==> src/logic/updi_pkg.sv <==
// updi definitions shared by the bring-up sequencer, frame transmitter and receiver
package updi_pkg;

	// instruction class, sits in opcode bits 7:5
	typedef enum logic [2:0] {
		OP_LDS,
		OP_LD,
		OP_STS,
		OP_ST,
		OP_LDCS,
		OP_REPEAT,
		OP_STCS,
		OP_KEY
	} updi_opcode_e;

	// ldcs / stcs: class plus control/status register address
	typedef struct packed {
		updi_opcode_e op;
		logic [4:0] addr;
	} updi_cs_view_t;

	// ld / st / repeat / key: class, pointer mode and size
	typedef struct packed {
		updi_opcode_e op;
		logic rsvd;
		logic [1:0] ptr;
		logic [1:0] size;
	} updi_ptr_view_t;

	typedef union packed {
		updi_cs_view_t cs;
		updi_ptr_view_t ptr;
	} updi_opcode_u;

	// one outgoing instruction
	typedef struct packed {
		updi_opcode_u op;
		logic [15:0] data;
		logic [1:0] data_len;
		logic key;
		logic ack;
		logic [1:0] rx_count;
	} updi_frame_t;

	typedef enum logic [2:0] {
		ERR_NONE,
		ERR_BAD_STATUS,
		ERR_NO_KEY,
		ERR_BAD_ACK,
		ERR_RX_TIMEOUT,
		ERR_PHY
	} updi_err_e;

	localparam logic [7:0] UPDI_SYNC = 8'h55;
	localparam logic [7:0] UPDI_ACK = 8'h40;

	// ptr field encodings
	localparam logic [1:0] PTR_INC = 2'd1;
	localparam logic [1:0] PTR_ADDR = 2'd2;
	localparam logic [1:0] SIZE_BYTE = 2'd0;
	localparam logic [1:0] SIZE_WORD = 2'd1;

	localparam logic [4:0] CS_STATUSA = 5'h00;
	localparam logic [4:0] CS_KEY_STATUS = 5'h07;
	localparam logic [4:0] CS_RESET_REQ = 5'h08;
	localparam logic [4:0] CS_SYS_STATUS = 5'h0B;

	localparam logic [7:0] RESET_SIGNATURE = 8'h59;
	localparam logic [15:0] SIGROW_BASE = 16'h1100;

	// byte 0 in bits 7:0, so the key goes out least significant byte first
	localparam logic [63:0] KEY_NVMPROG = 64'h4E56_4D50_726F_6720;

endpackage

==> src/logic/updi_frame_tx.sv <==
// updi frame transmitter, writes one instruction frame to the uart tx fifo and checks its ack
`timescale 1ns/1ns

module updi_frame_tx (
	input logic clk,
	input logic rst,
	input logic frame_start,
	input updi_pkg::updi_frame_t frame,
	input logic tx_full,
	input logic [7:0] rx_data,
	input logic rx_empty,
	output logic [7:0] tx_data,
	output logic tx_wr,
	output logic ack_rd,
	output logic frame_sent,
	output logic frame_done,
	output logic ack_error
);
	import updi_pkg::*;

	typedef enum logic [1:0] {
		TX_IDLE,
		TX_SEND,
		TX_ACK
	} tx_state_e;

	tx_state_e state;
	updi_frame_t cur;
	logic [3:0] idx;
	logic [3:0] last_idx;
	logic [3:0] key_idx;

	// sync + opcode, then 8 key bytes or the inline data bytes
	assign last_idx = cur.key ? 4'd9 : 4'd1 + {2'b00, cur.data_len};
	assign key_idx = idx - 4'd2;

	always_comb begin
		if (idx == 4'd0) begin
			tx_data = UPDI_SYNC;
		end else if (idx == 4'd1) begin
			tx_data = cur.op;
		end else if (cur.key) begin
			tx_data = KEY_NVMPROG[{key_idx[2:0], 3'b000} +: 8];
		end else begin
			// inline data goes out lsb first
			tx_data = idx[0] ? cur.data[15:8] : cur.data[7:0];
		end
	end

	assign tx_wr = (state == TX_SEND) && !tx_full;
	assign ack_rd = (state == TX_ACK) && !rx_empty;

	always_ff @(posedge clk) begin
		if (rst) begin
			state <= TX_IDLE;
			idx <= '0;
			frame_sent <= 1'b0;
			frame_done <= 1'b0;
			ack_error <= 1'b0;
		end else begin
			frame_sent <= 1'b0;
			frame_done <= 1'b0;
			ack_error <= 1'b0;
			case (state)
				TX_IDLE: begin
					if (frame_start) begin
						state <= TX_SEND;
						idx <= '0;
					end
				end
				TX_SEND: begin
					if (tx_wr) begin
						if (idx == last_idx) begin
							frame_sent <= 1'b1;
							if (cur.ack) begin
								state <= TX_ACK;
							end else begin
								frame_done <= 1'b1;
								state <= TX_IDLE;
							end
						end else begin
							idx <= idx + 4'd1;
						end
					end
				end
				TX_ACK: begin
					if (ack_rd) begin
						state <= TX_IDLE;
						frame_done <= (rx_data == UPDI_ACK);
						ack_error <= (rx_data != UPDI_ACK);
					end
				end
				default: state <= TX_IDLE;
			endcase
		end
	end

	always_ff @(posedge clk) begin
		if (state == TX_IDLE && frame_start) begin
			cur <= frame;
		end
	end

endmodule

==> src/logic/updi_rx_collect.sv <==
// updi response receiver, pops a given number of bytes from the uart rx fifo with idle timeout
`timescale 1ns/1ns

module updi_rx_collect #(
	parameter int TIMEOUT_CLKS = 100
) (
	input logic clk,
	input logic rst,
	input logic frame_start,
	input logic [1:0] rx_count,
	input logic frame_sent,
	input logic [7:0] rx_data,
	input logic rx_empty,
	output logic rx_rd,
	output logic rx_valid,
	output logic [7:0] rx_byte,
	output logic rx_done,
	output logic rx_timeout
);

	localparam int CW = $clog2(TIMEOUT_CLKS + 1);

	typedef enum logic [1:0] {
		RX_IDLE,
		RX_ARMED,
		RX_COLLECT
	} rx_state_e;

	rx_state_e state;
	logic [1:0] remaining;
	logic [CW-1:0] idle_cnt;

	assign rx_rd = (state == RX_COLLECT) && !rx_empty;

	always_ff @(posedge clk) begin
		if (rst) begin
			state <= RX_IDLE;
			remaining <= '0;
			idle_cnt <= '0;
			rx_valid <= 1'b0;
			rx_done <= 1'b0;
			rx_timeout <= 1'b0;
		end else begin
			rx_valid <= 1'b0;
			rx_done <= 1'b0;
			rx_timeout <= 1'b0;
			case (state)
				RX_IDLE: begin
					// frames without a response leave the receiver idle
					if (frame_start && rx_count != 2'd0) begin
						remaining <= rx_count;
						state <= RX_ARMED;
					end
				end
				RX_ARMED: begin
					if (frame_sent) begin
						idle_cnt <= '0;
						state <= RX_COLLECT;
					end
				end
				RX_COLLECT: begin
					if (rx_rd) begin
						rx_valid <= 1'b1;
						idle_cnt <= '0;
						remaining <= remaining - 2'd1;
						if (remaining == 2'd1) begin
							rx_done <= 1'b1;
							state <= RX_IDLE;
						end
					end else if (idle_cnt == CW'(TIMEOUT_CLKS - 1)) begin
						rx_timeout <= 1'b1;
						state <= RX_IDLE;
					end else begin
						idle_cnt <= idle_cnt + 1'b1;
					end
				end
				default: state <= RX_IDLE;
			endcase
		end
	end

	always_ff @(posedge clk) begin
		if (rx_rd) begin
			rx_byte <= rx_data;
		end
	end

endmodule

==> src/logic/updi_sequencer.sv <==
// updi bring-up FSM, unlocks nvmprog, resets the device and reads its signature
`timescale 1ns/1ns

module updi_sequencer #(
	parameter int DELAY_CLKS = 100
) (
	input logic clk,
	input logic rst,
	input logic start,
	input logic phy_error,
	input logic double_break_done,
	input logic frame_done,
	input logic ack_error,
	input logic rx_valid,
	input logic [7:0] rx_byte,
	input logic rx_done,
	input logic rx_timeout,
	output logic busy,
	output logic double_break_start,
	output logic frame_start,
	output updi_pkg::updi_frame_t frame,
	output logic done,
	output logic error,
	output updi_pkg::updi_err_e err_code,
	output logic [23:0] device_id
);
	import updi_pkg::*;

	localparam int DW = $clog2(DELAY_CLKS + 1);

	typedef enum logic [3:0] {
		S_IDLE,
		S_DB_WAIT,
		S_STATUS,
		S_KEY,
		S_KEY_STATUS,
		S_RST_SET,
		S_RST_DELAY,
		S_RST_CLR,
		S_SYS_STATUS,
		S_POLL_DELAY,
		S_PTR,
		S_REPEAT,
		S_SIG
	} seq_state_e;

	seq_state_e state;
	seq_state_e state_next;
	logic [DW-1:0] delay_cnt;
	logic delay_done;
	logic launch;
	logic fail;
	updi_err_e fail_code;

	// frame issued on entry to each step
	function automatic updi_frame_t step_frame(seq_state_e s);
		updi_frame_t f;
		f = '0;
		case (s)
			S_STATUS: begin
				f.op.cs.op = OP_LDCS;
				f.op.cs.addr = CS_STATUSA;
				f.rx_count = 2'd1;
			end
			S_KEY: begin
				// size 0 on key means 8 bytes
				f.op.ptr.op = OP_KEY;
				f.key = 1'b1;
			end
			S_KEY_STATUS, S_SYS_STATUS: begin
				f.op.cs.op = OP_LDCS;
				f.op.cs.addr = (s == S_KEY_STATUS) ? CS_KEY_STATUS : CS_SYS_STATUS;
				f.rx_count = 2'd1;
			end
			S_RST_SET, S_RST_CLR: begin
				f.op.cs.op = OP_STCS;
				f.op.cs.addr = CS_RESET_REQ;
				f.data = (s == S_RST_SET) ? {8'h00, RESET_SIGNATURE} : 16'h0000;
				f.data_len = 2'd1;
			end
			S_PTR: begin
				f.op.ptr.op = OP_ST;
				f.op.ptr.ptr = PTR_ADDR;
				f.op.ptr.size = SIZE_WORD;
				f.data = SIGROW_BASE;
				f.data_len = 2'd2;
				f.ack = 1'b1;
			end
			S_REPEAT: begin
				// 2 repeats, 3 loads in total
				f.op.ptr.op = OP_REPEAT;
				f.data = 16'h0002;
				f.data_len = 2'd1;
			end
			S_SIG: begin
				f.op.ptr.op = OP_LD;
				f.op.ptr.ptr = PTR_INC;
				f.op.ptr.size = SIZE_BYTE;
				f.rx_count = 2'd3;
			end
			default: f = '0;
		endcase
		return f;
	endfunction

	assign busy = (state != S_IDLE);
	assign delay_done = (delay_cnt == DW'(DELAY_CLKS - 1));
	assign launch = (state_next != state) &&
		!(state_next inside {S_IDLE, S_DB_WAIT, S_RST_DELAY, S_POLL_DELAY});

	always_comb begin
		state_next = state;
		fail = 1'b0;
		fail_code = ERR_NONE;
		if (state != S_IDLE && phy_error) begin
			fail = 1'b1;
			fail_code = ERR_PHY;
		end else if (state != S_IDLE && rx_timeout) begin
			fail = 1'b1;
			fail_code = ERR_RX_TIMEOUT;
		end else if (state != S_IDLE && ack_error) begin
			fail = 1'b1;
			fail_code = ERR_BAD_ACK;
		end else begin
			case (state)
				S_IDLE: if (start) state_next = S_DB_WAIT;
				S_DB_WAIT: if (double_break_done) state_next = S_STATUS;
				S_STATUS: begin
					if (rx_done) begin
						state_next = S_KEY;
						fail = (rx_byte == 8'h00);
						fail_code = ERR_BAD_STATUS;
					end
				end
				S_KEY: if (frame_done) state_next = S_KEY_STATUS;
				S_KEY_STATUS: begin
					// bit 4 is the nvmprog key accepted flag
					if (rx_done) begin
						state_next = S_RST_SET;
						fail = !rx_byte[4];
						fail_code = ERR_NO_KEY;
					end
				end
				S_RST_SET: if (frame_done) state_next = S_RST_DELAY;
				S_RST_DELAY: if (delay_done) state_next = S_RST_CLR;
				S_RST_CLR: if (frame_done) state_next = S_SYS_STATUS;
				S_SYS_STATUS: begin
					// keep polling until the device reports nvmprog mode
					if (rx_done) state_next = rx_byte[3] ? S_PTR : S_POLL_DELAY;
				end
				S_POLL_DELAY: if (delay_done) state_next = S_SYS_STATUS;
				S_PTR: if (frame_done) state_next = S_REPEAT;
				S_REPEAT: if (frame_done) state_next = S_SIG;
				S_SIG: if (rx_done) state_next = S_IDLE;
				default: state_next = S_IDLE;
			endcase
		end
		if (fail) begin
			state_next = S_IDLE;
		end
	end

	always_ff @(posedge clk) begin
		if (rst) begin
			state <= S_IDLE;
			delay_cnt <= '0;
			frame_start <= 1'b0;
			double_break_start <= 1'b0;
			done <= 1'b0;
			error <= 1'b0;
			err_code <= ERR_NONE;
		end else begin
			state <= state_next;
			frame_start <= launch;
			double_break_start <= (state == S_IDLE) && start;
			done <= (state == S_SIG) && rx_done && !fail;
			if (state == S_IDLE && start) begin
				error <= 1'b0;
				err_code <= ERR_NONE;
			end else if (fail) begin
				error <= 1'b1;
				err_code <= fail_code;
			end
			// one counter times both the reset gap and the poll gap
			if (state_next != state) begin
				delay_cnt <= '0;
			end else if (state == S_RST_DELAY || state == S_POLL_DELAY) begin
				delay_cnt <= delay_cnt + 1'b1;
			end
		end
	end

	always_ff @(posedge clk) begin
		if (launch) begin
			frame <= step_frame(state_next);
		end
		if (state == S_IDLE && start) begin
			device_id <= '0;
		end else if (state == S_SIG && rx_valid) begin
			device_id <= {device_id[15:0], rx_byte};
		end
	end

endmodule

==> src/logic/updi_programmer.sv <==
// updi programmer top level, bring-up sequencer driving the frame transmitter and receiver
`timescale 1ns/1ns

module updi_programmer #(
	parameter int DELAY_CLKS = 100,
	parameter int TIMEOUT_CLKS = 100
) (
	input logic clk,
	input logic rst,
	input logic start,
	input logic phy_error,
	input logic double_break_done,
	input logic tx_full,
	input logic [7:0] rx_data,
	input logic rx_empty,
	output logic busy,
	output logic double_break_start,
	output logic done,
	output logic error,
	output updi_pkg::updi_err_e err_code,
	output logic [23:0] device_id,
	output logic [7:0] tx_data,
	output logic tx_wr,
	output logic rx_rd
);
	import updi_pkg::*;

	updi_frame_t frame;
	logic frame_start;
	logic frame_sent;
	logic frame_done;
	logic ack_error;
	logic ack_rd;
	logic collect_rd;
	logic rx_valid;
	logic [7:0] rx_byte;
	logic rx_done;
	logic rx_timeout;

	// ack and response reads never overlap, half duplex
	assign rx_rd = ack_rd | collect_rd;

	updi_sequencer #(
		.DELAY_CLKS(DELAY_CLKS)
	) u_sequencer (
		.clk(clk),
		.rst(rst),
		.start(start),
		.phy_error(phy_error),
		.double_break_done(double_break_done),
		.frame_done(frame_done),
		.ack_error(ack_error),
		.rx_valid(rx_valid),
		.rx_byte(rx_byte),
		.rx_done(rx_done),
		.rx_timeout(rx_timeout),
		.busy(busy),
		.double_break_start(double_break_start),
		.frame_start(frame_start),
		.frame(frame),
		.done(done),
		.error(error),
		.err_code(err_code),
		.device_id(device_id)
	);

	updi_frame_tx u_frame_tx (
		.clk(clk),
		.rst(rst),
		.frame_start(frame_start),
		.frame(frame),
		.tx_full(tx_full),
		.rx_data(rx_data),
		.rx_empty(rx_empty),
		.tx_data(tx_data),
		.tx_wr(tx_wr),
		.ack_rd(ack_rd),
		.frame_sent(frame_sent),
		.frame_done(frame_done),
		.ack_error(ack_error)
	);

	updi_rx_collect #(
		.TIMEOUT_CLKS(TIMEOUT_CLKS)
	) u_rx_collect (
		.clk(clk),
		.rst(rst),
		.frame_start(frame_start),
		.rx_count(frame.rx_count),
		.frame_sent(frame_sent),
		.rx_data(rx_data),
		.rx_empty(rx_empty),
		.rx_rd(collect_rd),
		.rx_valid(rx_valid),
		.rx_byte(rx_byte),
		.rx_done(rx_done),
		.rx_timeout(rx_timeout)
	);

endmodule

==> config.mk <==
export PLATFORM = sky130hd
export DESIGN_NAME = updi_programmer
export DESIGN_NICKNAME = d
export VERILOG_FILES = /design/src/logic/updi_pkg.sv /design/src/logic/updi_frame_tx.sv /design/src/logic/updi_rx_collect.sv /design/src/logic/updi_sequencer.sv /design/src/logic/updi_programmer.sv
export SDC_FILE = /design/constraint.sdc
export NUM_CORES = 1
export LEC_CHECK = 0
export BUFFER_PORTS_ARGS = -buffer_cell sky130_fd_sc_hd__buf_4
export CORE_MARGIN = 1.5
export CORE_UTILIZATION = 25
export CTS_CLUSTER_DIAMETER = 200
export DETAILED_ROUTE_END_ITERATION = 7
export SETUP_SLACK_MARGIN = 0.4
export SYNTH_ARGS = -nofsm -noshare
export SYNTH_HDL_FRONTEND = slang
export SYNTH_SLANG_ARGS = --single-unit
==> constraint.sdc <==
create_clock -name clk -period 4.6 [get_ports clk]
set_input_delay 0.69 -clock clk [delete_from_list [all_inputs] [get_ports clk]]
set_output_delay 0.69 -clock clk [all_outputs]
set_load 0.02 [all_outputs]
==> qor.csv <==
metric;value;unit
Die X;142;um
Starting Density;25.7;%
fill cell count;1962;
Crit path largest cell delay;600;ps
nets;583;
CP Cell Sequence;inv_1 > ha_1 > inv_1 > mux2i_1 > nor2_1 > a221o_1 > buf_4;
largest net degree at the start of global routing;32;
CP Max Fanout;12;
Post-Syn Instances;517;
IO Port Bufs;55;
worst-case vdd ir drop;0.165;mV
CP arrival;2160;ps
Rows;50;
Post-synth EDFFs;34;
WHS;420;ps
critical path type;reg -> out;
fmax;351;MHz
Final Max Tran Viols;0;
CTS Sinks;99;
post-CTS resize count;0;
drt first pass iters;4;
post-synthesis sequential area ratio;48.0;%
H-tree Lvls;3;
Slew @ Worst Pin;1080;ps
Final Hold Fails;0;
r2r setup slk;1830;ps
CTS max path bufs;2;
vias;3762;
Synth-to-Final Area Change;18.7;%
fin crit share;61.9;%
dominant synthesized flop cell;dfxtp_1;
max_slew headroom;27.7;%
synthesized area per cell;9.36;sq um
Crit. End Element;output pin;
CTS buffer count;9;
multi-input logic area;2320;sq um
clock period minus worst slack;2850;ps
Final Skew;4.75;ps
# hold bufs at CTS;0;
Synth Cell Area;4840;sq um
worst-case reg-to-reg path depth;7;
most frequent cells in the layout;nand2_1, dfxtp_1, buf_4;
core area;18800;sq um
worst hold path startpoint;u_sequencer.frame[4]$_DFFE_PP_;
syn nets;544;
WP data required;3910;ps
CTS root buf;clkbuf_16;
Reg-to-Reg Start;u_sequencer.state[0]$_SDFF_PP0_;
antenna violations before repair;0;
Reg clk slew, reported paths;70;ps
layout cells sized above 1;15.9;%
number of I/O pins;56;
total area of sequential cells;2320;sq um
first-pass GRT wire length;17500;um
Power Density;335;nW/um^2
Setup TNS Final;0;ps
TritonCTS clock tree;built;
unrepaired setup endpoints after global routing;no;
GPL Wtd Cong;0.839;
Synth top area share;26.9;%
post-synth top area cell;dfxtp_1;
clk_lat worst skew;340;ps
Synth Warn #;0;
global route total overflow;0;
Synth Register Bits;99;
final setup vio count;0;
asr flop ratio synth;0;%
commonest non-fill, non-tap cell in the layout;nand2_1;
hold path depth;0;
max cap viols;0;
die area;20200;sq um
largest cells by area after synthesis;dfxtp_1, edfxtp_1, nand2_1;
Worst setup SP type;register;
Worst Hold Class;reg -> reg;
post-route ant nets;0;
final WL;10600;um
WHS Endpoint;u_frame_tx.cur[4]$_DFFE_PP_;
RR Endpoint;u_sequencer.frame[28]$_DFFE_PP_;
status;finished clean;
distinct cell type count after synthesis;71;
Total Routing Usage GR;10.8;%
Leak Pwr;2.04;nW
vias in the first global route;3528;
Vias/cell;4.58;
# DRC;0;
placed wire-length estimate;7710;um
initial DRC count;281;
WL/cell;12.9;um
Inserted Diodes;0;
post-CTS setup buffer count;0;
most used cell, CP;inv_1;
Crit-path slowest cell;dfxtp_1;
die height;142;um
-- state kept, by name, summed over array words and instances, names as in the netlist --
signal                          flops
u_frame_tx.frame_done               1
u_sequencer.done                    1
u_frame_tx.idx                      4
u_rx_collect.state                  2
u_sequencer.state                   4
u_sequencer.double_break_start      1
u_rx_collect.rx_valid               1
u_rx_collect.rx_done                1
u_sequencer.delay_cnt               7
u_frame_tx.frame_sent               1
u_sequencer.error                   1
u_rx_collect.remaining              2
u_rx_collect.rx_byte                8
u_rx_collect.idle_cnt               7
u_sequencer.device_id              24
u_frame_tx.cur                     12
u_rx_collect.rx_timeout             1
u_sequencer.err_code                3
u_frame_tx.state                    2
u_sequencer.frame_start             1
u_frame_tx.ack_error                1
u_sequencer.frame                  14
-- kinds of logic (layout without fill, tap and decap cells) --
kind of cell	after synthesis	count (layout)	synth area share (%)
xor+xnor	16	16	2.89
buf+inv	42	86	4.29
simple gates	229	229	24.4
flops	99	99	48.0
fa+ha+maj	12	12	3.10
compound gates	109	109	15.2
mux	10	10	2.17
-- worst max-delay path by stage --
stage                                         start  cells after the start                               to
floorplan                                     start                      6   u_sequencer.frame[0]$_DFFE_PP_
global placement    u_sequencer.state[0]$_SDFF_PP0_                      7  u_sequencer.frame[25]$_DFFE_PP_
detailed placement  u_sequencer.state[0]$_SDFF_PP0_                      7  u_sequencer.frame[27]$_DFFE_PP_
CTS                  u_frame_tx.idx[0]$_SDFFE_PP0P_                      7                       tx_data[0]
global route        u_sequencer.state[1]$_SDFF_PP0_                      7  u_sequencer.frame[27]$_DFFE_PP_
finish               u_frame_tx.idx[0]$_SDFFE_PP0P_                      7                       tx_data[0]
-- cells in the mapped netlist (all sizes together), types with 5 or more instances --
library cell   n
a211oi         7
a21o           5
a21oi         45
and2          10
and3           7
buf           16
clkbuf        13
dfxtp         65
edfxtp        34
ha            12
inv           13
mux2i          6
nand2         74
nand2b         6
nand4         12
nor2          51
nor2b          7
nor3          16
nor3b          8
nor4          11
nor4b          5
o21a           5
o21ai         15
xnor2          6
xor2          10
-- critical path: cells and delay by family (launching register included) --
| family | cells | cell delay (ps) |
|---|---|---|
| AOI/OAI and AO/OA | 1 | 290 |
| adders and majority gates | 1 | 340 |
| buffers and inverters | 3 | 370 |
| DFF | 1 | 600 |
| muxes | 1 | 160 |
| and+or+nand+nor | 1 | 60 |
-- through the flow --
step	worst slack (ps)	cell area [sq um]	utilization, %	power [mW]	cells
6_report	1750	5740	30.5	1.93	821
5_1_grt	1560	5740	30.5	2.01	821
4_1_cts	1740	5740	30.5	1.95	821
3_5_place_dp	1820	5440	28.9	1.19	805
3_3_place_gp	1830	5440	28.9	1.19	805
2_1_floorplan	1190	4840	-	1.13	517
-- layout make-up --
class | count | share of cell area, %
clock buffers | 10 | 4.16
clock inverters | 6 | 1.11
inverters | 13 | 0.849
multi-input cells | 376 | 40.3
flip-flops and latches | 99 | 40.4
well taps | 260 | 5.66
repair buffers | 57 | 7.45
-- metal layers --
layer  GRT usage (%)  wire length, um  up-vias
met5               0                0        -
met4            4.61              201        0
met3            2.36              365       14
met2            16.6             4740       58
met1            14.6             5320     1743
li1                -                -     1947
-- where the power goes --
part | switching [mW] | internal, mW | leakage (nW) | total (mW)
Clock | 0.323 | 0.437 | 0.148 | 0.760
Sequential | 0.0189 | 0.926 | 0.834 | 0.945
Combinational | 0.137 | 0.0851 | 1.06 | 0.222
Note: power is estimated with default switching activity, not from simulation.
